[src/hw/bb_bus_pkg.sv]
// Wishbone B3 bus definitions for the debug RAM
// Bus widths for address, data and byte selects
// Cycle type and burst type codes
// Request struct driven by the master
// Response struct returned by the slave
`default_nettype none

package bb_bus_pkg;

  ////////////////////
  // Widths
  ////////////////////

  localparam int DATA_W = 32;
  localparam int ADR_W  = 32;
  localparam int SEL_W  = DATA_W / 8;

  ////////////////////
  // Cycle and burst codes
  ////////////////////

  // Cycle type identifier on cti
  typedef enum logic [2:0] {
    CTI_CLASSIC     = 3'b000,
    CTI_CONST_BURST = 3'b001,
    CTI_INCR_BURST  = 3'b010,
    CTI_END_BURST   = 3'b111
  } cti_e;

  // Burst type extension on bte
  // Only meaningful with an incrementing burst
  typedef enum logic [1:0] {
    BTE_LINEAR = 2'b00,
    BTE_WRAP4  = 2'b01,
    BTE_WRAP8  = 2'b10,
    BTE_WRAP16 = 2'b11
  } bte_e;

  ////////////////////
  // Bus structs
  ////////////////////

  // Everything the master drives
  typedef struct packed {
    logic [ADR_W-1:0]  adr;
    logic [DATA_W-1:0] dat;
    logic [SEL_W-1:0]  sel;
    logic              we;
    bte_e              bte;
    cti_e              cti;
    logic              cyc;
    logic              stb;
  } bb_req_t;

  // Slave answer
  // Retry is not part of it
  typedef struct packed {
    logic [DATA_W-1:0] dat;
    logic              ack;
    logic              err;
  } bb_rsp_t;

endpackage

`default_nettype wire

[src/hw/bb_mem_pkg.sv]
// Memory geometry defaults for the debug RAM
// Byte address width and size of the array
// Byte offset width dropped to form a word index
`default_nettype none

package bb_mem_pkg;

  // Byte address bits decoded by the RAM
  localparam int DEF_MEM_ADR_W = 15;

  // 20 KB of storage
  localparam int DEF_MEM_BYTES = 32'h0000_5000;

  // Byte offset inside a 32 bit word
  // Word index = byte address >> WORD_OFS_W
  localparam int WORD_OFS_W = 2;

endpackage

`default_nettype wire

[src/hw/bb_burst_adr.sv]
// Burst address generation for the debug RAM
// Registered copies of the burst and cycle type
// Word address register loaded from the bus
// Burst counter with linear and wrapping increments
// Drift check of the bus address against the counter
`timescale 1ns/1ps
`default_nettype none

module bb_burst_adr #(
  parameter int MEM_ADR_W = 15
) (
  input  wire logic                 bb_clk_i,
  input  wire logic                 bb_rst_i,
  input  wire bb_bus_pkg::bb_req_t  req_i,
  input  wire logic                 burst_start_i,
  input  wire logic                 burst_active_i,
  input  wire logic                 ack_i,
  output logic [MEM_ADR_W-bb_mem_pkg::WORD_OFS_W-1:0] word_adr_o,
  output logic                      adr_drift_o
);

  localparam int WADR_W = MEM_ADR_W - bb_mem_pkg::WORD_OFS_W;

  // Bus types seen one clock earlier
  bb_bus_pkg::bte_e bte_q;
  bb_bus_pkg::cti_e cti_q;
  // Word address from the bus
  logic [WADR_W-1:0] bus_wadr;
  // Current and next word address
  logic [WADR_W-1:0] wadr_q;
  logic [WADR_W-1:0] wadr_nxt;
  logic              incr_beat;

  assign bus_wadr = req_i.adr[MEM_ADR_W-1:bb_mem_pkg::WORD_OFS_W];

  ////////////////////
  // Type registers
  ////////////////////

  always_ff @(posedge bb_clk_i) begin
    if (bb_rst_i) begin
      bte_q <= bb_bus_pkg::BTE_LINEAR;
      cti_q <= bb_bus_pkg::CTI_CLASSIC;
    end else begin
      bte_q <= req_i.bte;
      cti_q <= req_i.cti;
    end
  end

  ////////////////////
  // Burst counter
  ////////////////////

  // Acked beat of a running incrementing burst
  assign incr_beat = (cti_q == bb_bus_pkg::CTI_INCR_BURST) & ack_i & burst_active_i;

  always_comb begin
    wadr_nxt = wadr_q;
    if (burst_start_i) begin
      // Counter starts at the bus address
      wadr_nxt = bus_wadr;
    end else if (incr_beat) begin
      // Wrap modes keep the upper bits fixed
      case (bte_q)
        bb_bus_pkg::BTE_LINEAR: wadr_nxt      = wadr_q + 1'b1;
        bb_bus_pkg::BTE_WRAP4:  wadr_nxt[1:0] = wadr_q[1:0] + 2'd1;
        bb_bus_pkg::BTE_WRAP8:  wadr_nxt[2:0] = wadr_q[2:0] + 3'd1;
        bb_bus_pkg::BTE_WRAP16: wadr_nxt[3:0] = wadr_q[3:0] + 4'd1;
        default:                wadr_nxt      = wadr_q;
      endcase
    end
  end

  ////////////////////
  // Address register
  ////////////////////

  always_ff @(posedge bb_clk_i) begin
    if (bb_rst_i) begin
      wadr_q <= '0;
    end else if (burst_active_i | burst_start_i) begin
      wadr_q <= wadr_nxt;
    end else if (req_i.cyc & req_i.stb) begin
      // Classic access takes the bus address
      wadr_q <= bus_wadr;
    end
  end

  assign word_adr_o = wadr_q;

  // Master left the burst sequence
  assign adr_drift_o = burst_active_i & (wadr_q != bus_wadr);

endmodule

`default_nettype wire

[config.mk]
export PLATFORM = sky130hd
export DESIGN_NAME = bb_burst_adr
export DESIGN_NICKNAME = d
export VERILOG_FILES = /design/src/hw/bb_bus_pkg.sv /design/src/hw/bb_mem_pkg.sv /design/src/hw/bb_burst_adr.sv
export SDC_FILE = /design/constraint.sdc
export NUM_CORES = 1
export LEC_CHECK = 0
export BUFFER_PORTS_ARGS = -buffer_cell sky130_fd_sc_hd__buf_2
export CELL_PAD_IN_SITES_DETAIL_PLACEMENT = 1
export CELL_PAD_IN_SITES_GLOBAL_PLACEMENT = 1
export CORE_MARGIN = 2
export CORE_UTILIZATION = 28
export DETAILED_ROUTE_END_ITERATION = 16
export GPL_TIMING_DRIVEN = 0
export PLACE_DENSITY_LB_ADDON = 0.1
export SYNTH_ARGS = -nofsm -noshare
export SYNTH_HDL_FRONTEND = slang
export SYNTH_SLANG_ARGS = --single-unit
export TNS_END_PERCENT = 20
[constraint.sdc]
create_clock -name bb_clk_i -period 3.5 [get_ports bb_clk_i]
set_clock_uncertainty 0.1 [all_clocks]
set_input_delay 0.7 -clock bb_clk_i [delete_from_list [all_inputs] [get_ports bb_clk_i]]
set_output_delay 0.7 -clock bb_clk_i [all_outputs]
set_load 0.02 [all_outputs]
==> impl_results.md <==
* Max_slew headroom at 0.6078
* Via-per-instance ratio at 5.065
* Main synth FF type: dfxtp_1
* Area grow syn2layout at 25.10%
* WL met2 at 1767 um
* Top Metal Used: met4
* Sw Share at 0.3182
* Wire length after detailed routing at 3877 um
* Clock Path Buffers at 2
* H-tree depth at 1
* Post-Route M1 WL at 1963 um
* Worst-path clk slew at 80 ps
* Post-detailed-route wirelength per cell at 15.63 um
* Number of library cell types mapped by synthesis at 43
* DP HPWL at 3014 um
* Hold buffers post-CTS at 0
* Root Driver: clkbuf_8
* Max FO, Critical Path at 2
* Peak supply drop at 143.7 uV
* Leak pwr at 0.6730 nW
* Status: complete, no violations
* Setup TNS at 0 ps
* HP Class: reg -> reg
* Buffers on Ports at 38
* DR vias at 1256
* Starting DRT DRC Count at 57
* Die Y at 70.45 um
* Max-Cap Viols at 0
* Postcts setup bufs at 0
* Initial core utilization at 0.2879
* Worst Setup End Kind: output pin
* DRC at 0
* DR pass1 iterations at 4
* Grt total ovfl at 0
* Site Rows at 24
* Share of the synthesized area in the top cell type at 0.2915
* Die W at 70.45 um
* Vias in the first global route at 1294
* Fraction of layout cells with a size suffix above 1 at 0.2857
* Post-synth EDFFs at 0
* Part of the power in registers at 0.429
* ANT nets after route at 0
* Post-synthesis register bit count at 18
* FMAX at 364.3 MHz
* Synthesized net count at 239
* Core Area at 0.004294 mm2
* Final Util at 0.3601
* Ant diodes at 0
* Setup Crit Path Kind: in -> out
* Worst slew pin tran at 584.4 ps
* Final hold violation count at 0
* Seq/Total Area, Yosys at 0.2915
* Fin crit period at 2745 ps
* Final worst path period share at 0.7842
* Count leader, synth: dfxtp_1
* First-pass GRT wire length at 6617 um
* Mapped Avg Cell Area at 8.027 um2
* WP data required at 2700 ps
* Boundary Pins at 95
* Share of async-settable or async-resettable flops after synthesis at 0
* Synth area leader: dfxtp_1
* Clk_lat worst skew at 260 ps
* Sw Pwr at 175.3 uW
* Die area at 0.004963 mm2
* Clock sinks at 18
* Post_cts resized at 0
* Pwr dens at 356.2 mW/mm2
* Ys Warns at 0
* WL met3 at 126 um
* Final slew viol count at 0
* CTS tree: built
* Top cells by count, synth: dfxtp_1 (18), nand2_1 (17), a21oi_1 (14)
* Final setup violating endpoints at 0
* RSZ-0062 raised after global routing: no
* FILL cells at 555
* Pin count of the biggest net entering global routing at 11
* Combinational fraction of design power at 0.245
* Syn Inst Count at 154
* Clock network fraction of total power at 0.326
* Post-Syn Area at 0.001236 mm2
* Cts bufs inserted at 3
* Top cells by area, synth: dfxtp_1 (29%), a21oi_1 (5.7%), nand2_1 (5.2%), xnor2_1 (5.0%), xor2_1 (5.0%)
* Worst endpoint data arrival time at 1940 ps
* Placer Congestion at 0.7538
* Int Pwr at 375.6 uW
* Worst setup SP type: primary input
* Total track usage at 0.1684
* Initial antenna violation count at 0
* Nets@finish at 282
[sequential cells by signal, summed over array words and instances (netlist names)]
signal	count
word_adr_o	13
cti_q	3
bte_q	2
[logic make-up (layout without fill, tap and decap cells)]
family	after synthesis	count (layout)	share of synthesized area
XOR/XNOR	14	14	0.09919
flip-flops	18	18	0.2915
buffers and inverters	16	58	0.06274
AO/OA/AOI/OAI	43	43	0.2267
adder cells (fa/ha/maj)	4	4	0.04049
multiplexers	2	2	0.01619
AND/OR/NAND/NOR	57	57	0.2632
[layout by cell type (no fill, tap or decap), drive strengths merged, types with 2 or more instances in the layout]
cell type / instances
mux2i: 2
or3: 2
clkbuf: 9
o31ai: 2
nand2b: 5
nor4: 2
ha: 4
nor2b: 7
o211ai: 2
xor2: 7
inv: 6
nor2: 7
nand4: 5
dfxtp: 18
xnor2: 7
o32ai: 2
o21ai: 11
a21oi: 14
a211oi: 2
nand2: 17
buf: 43
nand3: 4
o41ai: 2
nor3: 4
a311oi: 2
[critical path, cell delays in order]
cell and delay (ps):
buf_2 120, xor2_1 150, nor4_1 260, nand4_1 120
o41a_1 430, buf_2 170
[area by class of cell]
cell class	count	area (um2)	share of cell area
Buffer	10	55.05	0.03560
Clock buffer	4	55.05	0.03560
Inverter	6	22.52	0.01456
Multi-Input combinational cell	120	798.3	0.5162
Sequential cell	18	360.3	0.2330
Tap cell	52	65.06	0.04207
Timing Repair Buffer	38	190.2	0.1230
[metrics by stage]
stage                     instances  hold WS (ps)  worst slack (ps)  area [um2]  power [mW]
after floorplan                 154         513.8             989.3        1236      0.3238
after global placement          244         450.1             735.4        1491      0.3746
after detailed placement        244         466.1             741.2        1491      0.3777
after CTS                       248         476.8             739.5        1546      0.5584
after global routing            248         525.1             674.7        1546      0.5845
final                           248         465.9             755.1        1546      0.5509
[final timing paths]
kind | start | to | slack (ps) | cells past startpoint
worst max-delay path | req_i[49] | adr_drift_o | 760 | 6
worst min-delay path | word_adr_o[12] | word_adr_o[12] | 470 | 2
worst max register to register | word_adr_o[0] | word_adr_o[10] | 1570 | 6
worst min register to register | word_adr_o[12] | word_adr_o[12] | 470 | 2
[metal layers]
metal  track usage  vias to the layer above
met1        0.2381                      598
met2        0.2767                       24
met3       0.02309                        2
li1              -                      632
met5             0                        -
met4       0.02564                        0
[power by group through the flow]
stage / clock, mW / combinational, mW / sequential [mW]
finish: 0.180 / 0.135 / 0.236
global route: 0.194 / 0.151 / 0.240
CTS: 0.185 / 0.137 / 0.237
detailed placement: 0 / 0.136 / 0.241
global placement: 0 / 0.134 / 0.240
floorplan: 0 / 0.0720 / 0.252
No activity file was read; power rests on OpenSTA's default activity.
