## src/hw/bb_bus_pkg.sv

```systemverilog
// Wishbone B3 bus definitions for the debug RAM
// Bus widths for address, data and byte selects
// Cycle type and burst type codes
// Request struct driven by the master
// Response struct returned by the slave
`default_nettype none

package bb_bus_pkg;

  ////////////////////
  // Widths
  ////////////////////

  localparam int DATA_W = 32;
  localparam int ADR_W  = 32;
  localparam int SEL_W  = DATA_W / 8;

  ////////////////////
  // Cycle and burst codes
  ////////////////////

  // Cycle type identifier on cti
  typedef enum logic [2:0] {
    CTI_CLASSIC     = 3'b000,
    CTI_CONST_BURST = 3'b001,
    CTI_INCR_BURST  = 3'b010,
    CTI_END_BURST   = 3'b111
  } cti_e;

  // Burst type extension on bte
  // Only meaningful with an incrementing burst
  typedef enum logic [1:0] {
    BTE_LINEAR = 2'b00,
    BTE_WRAP4  = 2'b01,
    BTE_WRAP8  = 2'b10,
    BTE_WRAP16 = 2'b11
  } bte_e;

  ////////////////////
  // Bus structs
  ////////////////////

  // Everything the master drives
  typedef struct packed {
    logic [ADR_W-1:0]  adr;
    logic [DATA_W-1:0] dat;
    logic [SEL_W-1:0]  sel;
    logic              we;
    bte_e              bte;
    cti_e              cti;
    logic              cyc;
    logic              stb;
  } bb_req_t;

  // Slave answer
  // Retry is not part of it
  typedef struct packed {
    logic [DATA_W-1:0] dat;
    logic              ack;
    logic              err;
  } bb_rsp_t;

endpackage

`default_nettype wire

```

## src/hw/bb_cycle_ctrl.sv

```systemverilog
// Cycle control for the debug RAM
// Burst in progress flag with start and stop decode
// Registered feedback acknowledge per cycle type
// Out of range address decode
// Split of the feedback pulse into ack or err
`timescale 1ns/1ps
`default_nettype none

module bb_cycle_ctrl #(
  parameter int MEM_ADR_W = 15
) (
  input  wire logic                bb_clk_i,
  input  wire logic                bb_rst_i,
  input  wire bb_bus_pkg::bb_req_t req_i,
  input  wire logic                adr_drift_i,
  output logic                     burst_start_o,
  output logic                     burst_active_o,
  output logic                     ack_o,
  output logic                     err_o
);

  ////////////////////
  // Decode
  ////////////////////

  // Burst in progress
  logic burst_q;
  // Registered feedback pulse
  logic fb_q;
  // Cycle type groups
  logic is_burst_cti;
  logic is_end_cti;
  // Error sources
  logic adr_err;
  logic any_err;
  logic burst_stop;

  // Constant or incrementing address burst
  assign is_burst_cti = (req_i.cti == bb_bus_pkg::CTI_CONST_BURST) |
                        (req_i.cti == bb_bus_pkg::CTI_INCR_BURST);
  assign is_end_cti   = (req_i.cti == bb_bus_pkg::CTI_END_BURST);

  // Address beyond the array
  // Top nibble skipped so the RAM can sit at any base
  assign adr_err = req_i.cyc & req_i.stb &
                   (|req_i.adr[bb_bus_pkg::ADR_W-5:MEM_ADR_W]);
  assign any_err = adr_err | adr_drift_i;

  // New burst on the first strobe of a burst type
  assign burst_start_o = is_burst_cti & req_i.stb & req_i.cyc & ~burst_q;

  // Acked end beat or any error ends the burst
  assign burst_stop = (is_end_cti & req_i.stb & burst_q & ack_o) | err_o;

  ////////////////////
  // Burst flag
  ////////////////////

  always_ff @(posedge bb_clk_i) begin
    if (bb_rst_i) begin
      burst_q <= 1'b0;
    end else if (burst_start_o) begin
      burst_q <= 1'b1;
    end else if (burst_stop) begin
      burst_q <= 1'b0;
    end
  end

  assign burst_active_o = burst_q;

  ////////////////////
  // Feedback register
  ////////////////////

  always_ff @(posedge bb_clk_i) begin
    if (bb_rst_i) begin
      fb_q <= 1'b0;
    end else if (req_i.cyc) begin
      if (adr_err) begin
        // Single err pulse per strobe
        fb_q <= ~fb_q;
      end else begin
        case (req_i.cti)
          // Classic beat takes two clocks
          bb_bus_pkg::CTI_CLASSIC:     fb_q <= req_i.stb ^ fb_q;
          // Bursts ack every strobe after the first
          bb_bus_pkg::CTI_CONST_BURST: fb_q <= req_i.stb;
          bb_bus_pkg::CTI_INCR_BURST:  fb_q <= req_i.stb;
          // Last beat gets one pulse only
          bb_bus_pkg::CTI_END_BURST:   fb_q <= req_i.stb & ~fb_q;
          default:                     fb_q <= fb_q;
        endcase
      end
    end else begin
      // Bus released
      fb_q <= 1'b0;
    end
  end

  ////////////////////
  // Response split
  ////////////////////

  // Err takes the slot of the ack
  assign ack_o = fb_q & req_i.stb & ~any_err;
  assign err_o = fb_q & req_i.stb & any_err;

endmodule

`default_nettype wire

```

## config.mk

```make
export PLATFORM = sky130hd
export DESIGN_NAME = bb_cycle_ctrl
export DESIGN_NICKNAME = d
export VERILOG_FILES = /design/src/hw/bb_bus_pkg.sv /design/src/hw/bb_cycle_ctrl.sv
export SDC_FILE = /design/constraint.sdc
export NUM_CORES = 1
export LEC_CHECK = 0
export BUFFER_PORTS_ARGS = -buffer_cell sky130_fd_sc_hd__buf_2
export CAP_MARGIN = 20
export CORE_MARGIN = 2
export CORE_UTILIZATION = 20
export DETAILED_ROUTE_END_ITERATION = 7
export PLACE_DENSITY = 0.91
export SETUP_SLACK_MARGIN = 0.2
export SYNTH_ARGS = -nofsm -noshare
export SYNTH_HDL_FRONTEND = slang
export SYNTH_SLANG_ARGS = --single-unit
```

## constraint.sdc

```tcl
create_clock -name bb_clk_i -period 2.49 [get_ports bb_clk_i]
set_input_delay 0.1245 -clock bb_clk_i [delete_from_list [all_inputs] [get_ports bb_clk_i]]
set_output_delay 0.1245 -clock bb_clk_i [all_outputs]
set_load 0.03 [all_outputs]
```

==> results by group, run 1 <==
Status
  • Status: completed

Setup path
  • Critical Path Max Stage Delay: 0.52 ns
  • Worst R2R Start: fb_q$_SDFFE_PP0P_
  • Critical Path Slowest Stage Cell: or4_4
  • Bufs and invs on worst path: 2
  • Critical setup path kind: in2out
  • Crit Path Max Fanout: 2
  • CP Capture Type: output pin
  • Setup crit start: req_i[59]
  • Crit-path cells: buf_2, or4_4, or4_4, and2_4, nor3b_1, buf_2
  • Top delay family on crit path: simple AND/OR/NAND/NOR gates
  • Critical Path RT: 2.37 ns
  • Worst EP arrival: 1.84 ns
  • Setup crit start kind: input port

Clocking
  • H-tree depth: 1
  • Root Driver: clkbuf_4
  • Worst-skew pair later-pin latency: 0.23 ns
  • Clock buffer depth: 2
  • Postcts setup bufs: 0
  • Num Clock Sinks: 2
  • Resized cells post-CTS: 0
  • Num CTS Buffers: 3
  • Cts hold-fix bufs: 0
  • CTS tree: done
  • Worst-path clk slew: 0.03 ns

Die
  • # rows: 13
  • Area of the core: 1300 um2
  • Die Height: 41.5 um
  • Initial Util: 21.6%
  • Die area: 1720 um2
  • IO Pins: 83
  • Die Wd: 41.5 um

Synthesis
  • Cell taking the most area after synthesis: dfxtp_1
  • Syn_nets: 116
  • Synthesized flop and latch total: 2
  • Synth area leaders: dfxtp_1, ha_1, or4_4
  • Syn avg cell area: 8.04 um2
  • Sequential fraction of the synthesis area: 14.2%
  • Cells after synthesis: 35
  • Post-Syn Area: 282 um2
  • Synth warnings: 0
  • Unique masters post-synth: 25
  • Synth top area share: 14.2%

Worst hold path
  • Hold Crit Class: in2reg
  • Hold wc startpoint: bb_rst_i

Timing
  • Max Clock Skew: 0.00717 ns
  • Fin. max-slew vios: 0
  • Max transition margin: 74.6%
  • Achievable Freq: 0.510 GHz
  • Final setup viols: 0
  • Fin crit share: 78.8%
  • RSZ-0062 raised after global routing: no
  • Least-Margin Pin Slew: 0.375 ns
  • Final hold vios: 0
  • Minimum clock period: 1.96 ns
  • Setup TNS: 0 ns

GRT
  • Largest net degree at the start of global routing: 7
  • Remaining global-route overflow: 0
  • Initial antenna violation count: 0
  • First-pass GRT wire length: 1250 um
  • GRT Total Usage: 9.31%
  • Vias in the first global route: 361

Power
  • Leakage: 0.203 nW
  • Pwr dens: 364 nW/um2
  • VDD IR max: 100 uV
  • Power Total: 0.000161 W

Drt
  • Final ANT Viol Nets: 0
  • Routed WL: 787 um
  • Residual DRC: 0
  • Starting DRT DRC Count: 2
  • Routed wire length per instance: 10.2 um
  • Avg Vias per Cell: 4.75
  • Pre-antenna DRT Iters: 4
  • Vias: 366

Placement
  • PortBufs: 24
  • Routability cong.: 0.694
  • Post-Place Cell Area: 420 um2
  • Post-DP HPWL: 694 um

Cells and area
  • Layout cells sized above 1: 54.8%
  • Net count, final: 145
  • Ant. Diodes: 0
  • Area delta synth->final: 57.3%
  • Fin area: 443 um2

Job
  • Max-cap violations: 0
flip-flops by register name (all words and copies together) (netlist names):
signal          cells
burst_active_o      1
fb_q                1
cell usage after synthesis:
cell,number
a211oi_1,1
a31o_2,1
and2_1,1
and2_4,1
dfxtp_1,2
ha_1,2
inv_1,1
mux2_2,1
nand2_1,2
nand2b_1,2
nand3_1,3
nor2_1,1
nor2b_1,2
nor3_1,1
nor3b_1,1
nor4_1,1
nor4b_1,1
o21ai_0,2
o31ai_1,1
o32ai_2,1
or2_2,1
or3_1,2
or4_1,1
or4_4,2
xnor2_1,1
report_power, final:
group          internal (W)  switching (W)
Combinational     0.0000260      0.0000237
Sequential        0.0000341     0.00000148
Clock             0.0000535      0.0000226
Total              0.000114      0.0000478
path summary, 6_finish.rpt:
kind                                 end  slack (ns)  cells past startpoint
min reg2reg  burst_active_o$_SDFFE_PP0P_        0.49                      2
max reg2reg            fb_q$_SDFFE_PP0P_        1.06                      6
max                                ack_o        0.53                      6
min          burst_active_o$_SDFFE_PP0P_        0.10                      2
layout make-up:
class | count | area [um2]
clock buffer | 3 | 22.5
fill | 151 | 858
inverter | 1 | 3.75
multi-input combinational | 32 | 238
sequential | 2 | 40.0
tap | 15 | 18.8
timing repair buffer | 24 | 120
metrics by stage:
stage / setup slack (ns) / hold slack [ns] / util, % / std cells
floorplan: 0.299 / 0.227 / - / 35
global placement: 0.495 / 0.340 / 32.3 / 74
detailed placement: 0.521 / 0.340 / 32.3 / 74
CTS: 0.512 / 0.104 / 34.0 / 77
global route: 0.468 / 0.113 / 34.0 / 77
finish: 0.527 / 0.103 / 34.0 / 77
cells in the final DEF (no fill, tap or decap):
| cell type | Yosys | layout |
|---|---|---|
| a211oi_1 | 1 | 1 |
| a31o_2 | 1 | 1 |
| and2_1 | 1 | 1 |
| and2_4 | 1 | 1 |
| buf_2 | 0 | 24 |
| clkbuf_4 | 0 | 3 |
| dfxtp_1 | 2 | 2 |
| ha_1 | 2 | 2 |
| inv_1 | 1 | 1 |
| mux2_2 | 1 | 1 |
| nand2_1 | 2 | 2 |
| nand2b_1 | 2 | 2 |
| nand3_1 | 3 | 3 |
| nor2_1 | 1 | 1 |
| nor2b_1 | 2 | 2 |
| nor3_1 | 1 | 1 |
| nor3b_1 | 1 | 1 |
| nor4_1 | 1 | 1 |
| nor4b_1 | 1 | 1 |
| o21ai_0 | 2 | 2 |
| o31ai_1 | 1 | 1 |
| o32ai_2 | 1 | 1 |
| or2_2 | 1 | 1 |
| or3_1 | 2 | 2 |
| or4_1 | 1 | 1 |
| or4_4 | 2 | 2 |
| xnor2_1 | 1 | 1 |
routing by layer:
layer	part of all wire, %	GRT usage [%]	wire length [um]	vias to the layer above
li1	-	-	-	190
met1	40	8.64	313	150
met2	48	16.6	378	23
met3	9.7	1.30	76	3
met4	2.4	9.68	19	0
met5	0	0	0	-
logic make-up after synthesis:
family / Yosys count / synth area share (%)
XOR/XNOR: 1 / 3.11
multiplexers: 1 / 4.00
flip-flops: 2 / 14.2
adder cells (fa/ha/maj): 2 / 8.89
AO/OA/AOI/OAI: 6 / 17.8
buffers and inverters: 1 / 1.33
AND/OR/NAND/NOR: 22 / 50.7
Note: power is estimated with default switching activity, not from simulation.
==> inputs of run 2 (changes only) <==
CORE_UTILIZATION = 17   (was 20)
PLACE_DENSITY = 0.83   (was 0.91)
clock period = 1.6 ns   (was 2.49 ns; I/O delays follow)
==> results by group, run 2 (synthesis gave the netlist of run 1 again) <==
Timing
  • Slack of the critical path: -0.172 ns
  • Max Clock Skew: 0.00687 ns
  • Max transition margin: 73.0%
  • Achievable Freq: 0.564 GHz
  • Least-Margin Pin Slew: 0.402 ns
  • RSZ-0062 raised after global routing: yes
  • Fin crit share: 111%
  • Final hold vios: 0
  • Fin. max-slew vios: 0
  • Minimum clock period: 1.77 ns
  • Final setup viols: 2
  • Setup TNS: -0.228 ns

Placement
  • Post-DP HPWL: 716 um
  • PortBufs: 24
  • Routability cong.: 0.758
  • Post-Place Cell Area: 447 um2

Drt
  • Routed wire length per instance: 11.0 um
  • Residual DRC: 0
  • Routed WL: 877 um
  • Final ANT Viol Nets: 0
  • Vias: 382
  • Avg Vias per Cell: 4.78
  • Starting DRT DRC Count: 4
  • Pre-antenna DRT Iters: 2

Setup path
  • Critical Path Max Stage Delay: 0.52 ns
  • Worst EP arrival: 1.69 ns
  • Bufs and invs on worst path: 2
  • R2r worst-path depth: 6
  • Setup slack, reg-to-reg: 0.08 ns
  • Crit-path cells: buf_6, or4_4, or4_4, and2_4, nor3b_4, buf_6
  • Crit Path Max Fanout: 2
  • Critical Path End: ack_o
  • Setup crit start kind: input port
  • Critical Path Slowest Stage Cell: or4_4
  • Total number of cells along the worst setup path: 6
  • Top delay family on crit path: simple AND/OR/NAND/NOR gates
  • Critical Path RT: 1.52 ns
  • Setup crit start: req_i[64]
  • Worst R2R End: fb_q$_SDFFE_PP0P_
  • Worst R2R Start: fb_q$_SDFFE_PP0P_
  • Critical setup path kind: in2out
  • CP Capture Type: output pin

GRT
  • Remaining global-route overflow: 0
  • Vias in the first global route: 363
  • Initial antenna violation count: 0
  • Largest net degree at the start of global routing: 7
  • First-pass GRT wire length: 1440 um
  • GRT Total Usage: 9.86%

Clocking
  • Num Clock Sinks: 2
  • H-tree depth: 1
  • Worst-path clk slew: 0.03 ns
  • Worst-skew pair later-pin latency: 0.23 ns
  • Clock buffer depth: 2
  • CTS tree: done
  • Cts hold-fix bufs: 0
  • Num CTS Buffers: 3
  • Root Driver: clkbuf_4

Die
  • Die Height: 44.7 um
  • Initial Util: 18.5%
  • Die area: 2000 um2
  • Area of the core: 1520 um2
  • # rows: 14
  • Die Wd: 44.7 um
  • IO Pins: 83

Status
  • Status: finished with violations
  • Violated checks: negative setup slack

Power
  • Leakage: 0.222 nW
  • Pwr dens: 517 nW/um2
  • VDD IR max: 477 uV

Cells and area
  • Net count, final: 147
  • Most frequent cells in the layout: buf_2, or4_4, nand3_1, clkbuf_4, buf_6
  • Layout cells sized above 1: 62.5%
  • Area delta synth->final: 82.2%
  • Ant. Diodes: 0
  • Fin area: 513 um2
  • # fillers: 171
  • Commonest non-fill, non-tap cell in the layout: buf_2

Worst hold path
  • Hold Crit Class: in2reg

Job
  • Max-cap violations: 0
## run 2: changes by cell type in the layout (fill, tap and decap cells not counted)
| cell | delta |
|---|---|
| buf_6 | +3 |
| nor3b_4 | +1 |
| or4_1 | -1 |
| ha_1 | -1 |
| buf_2 | -3 |
| or4_4 | +1 |
| buf_4 | +2 |
| o32ai_4 | +1 |
| nor3b_1 | -1 |
| ha_2 | +1 |
| nor4b_2 | +1 |
| nor4b_1 | -1 |
| o32ai_2 | -1 |
## run 2: power breakdown
| part | switching [W] | internal (W) | total, W |
|---|---|---|---|
| registers | 0.00000252 | 0.0000531 | 0.0000556 |
| clock network | 0.0000318 | 0.0000830 | 0.000115 |
| logic | 0.0000438 | 0.0000508 | 0.0000946 |
| total | 0.0000781 | 0.000187 | 0.000265 |
## run 2: per-stage QoR
step	std cells	util [%]	hold WS (ns)	power, W	setup WS [ns]
4_1_cts	80	32.3	0.0708	0.000259	-0.199
6_report	80	33.7	0.0703	0.000265	-0.172
3_5_place_dp	76	29.3	0.298	0.000139	-0.249
3_3_place_gp	76	29.3	0.286	0.000136	-0.251
2_1_floorplan	35	-	0.183	0.0000980	-0.113
5_1_grt	80	33.7	0.0905	0.000281	-0.208
## run 2: cell type report
| class | count | area (um2) | area share (%) |
|---|---|---|---|
| well taps | 16 | 20.0 | 3.90 |
| repair buffers | 26 | 154 | 30.0 |
| flip-flops and latches | 2 | 40.0 | 7.80 |
| clock buffers | 3 | 22.5 | 4.39 |
| multi-input cells | 32 | 273 | 53.2 |
| inverters | 1 | 3.75 | 0.732 |
## run 2: worst min path at each step
stage | start | end | slack (ns) | cells past startpoint
2_1_floorplan | bb_rst_i | burst_active_o$_SDFFE_PP0P_ | 0.18 | 1
5_1_grt | bb_rst_i | burst_active_o$_SDFFE_PP0P_ | 0.09 | 2
3_5_place_dp | bb_rst_i | burst_active_o$_SDFFE_PP0P_ | 0.30 | 2
3_3_place_gp | bb_rst_i | burst_active_o$_SDFFE_PP0P_ | 0.29 | 2
4_1_cts | bb_rst_i | burst_active_o$_SDFFE_PP0P_ | 0.07 | 2
6_report | bb_rst_i | burst_active_o$_SDFFE_PP0P_ | 0.07 | 2
## run 2: worst register-to-register path, cell delays in order, from the launching register on
cell	delay, ns
dfxtp_1	0.37
inv_1	0.08
ha_1	0.26
nor2b_1	0.11
nor3_1	0.05
a211oi_1	0.38
o32ai_4	0.14
## run 2: repair_timing
action / in CTS / in global routing
endpoints found under the setup margin: 2 / 3
gates resized for setup: 4 / 5
pin swaps: 4 / 2
buffers inserted: 1 / 0
gates cloned: 0 / 0
## run 2: routing by layer
metal	track usage, %	wire length (um)
met1	11.4	345
met5	0	0
met2	16.5	442
met3	4.80	89
met4	1.82	0
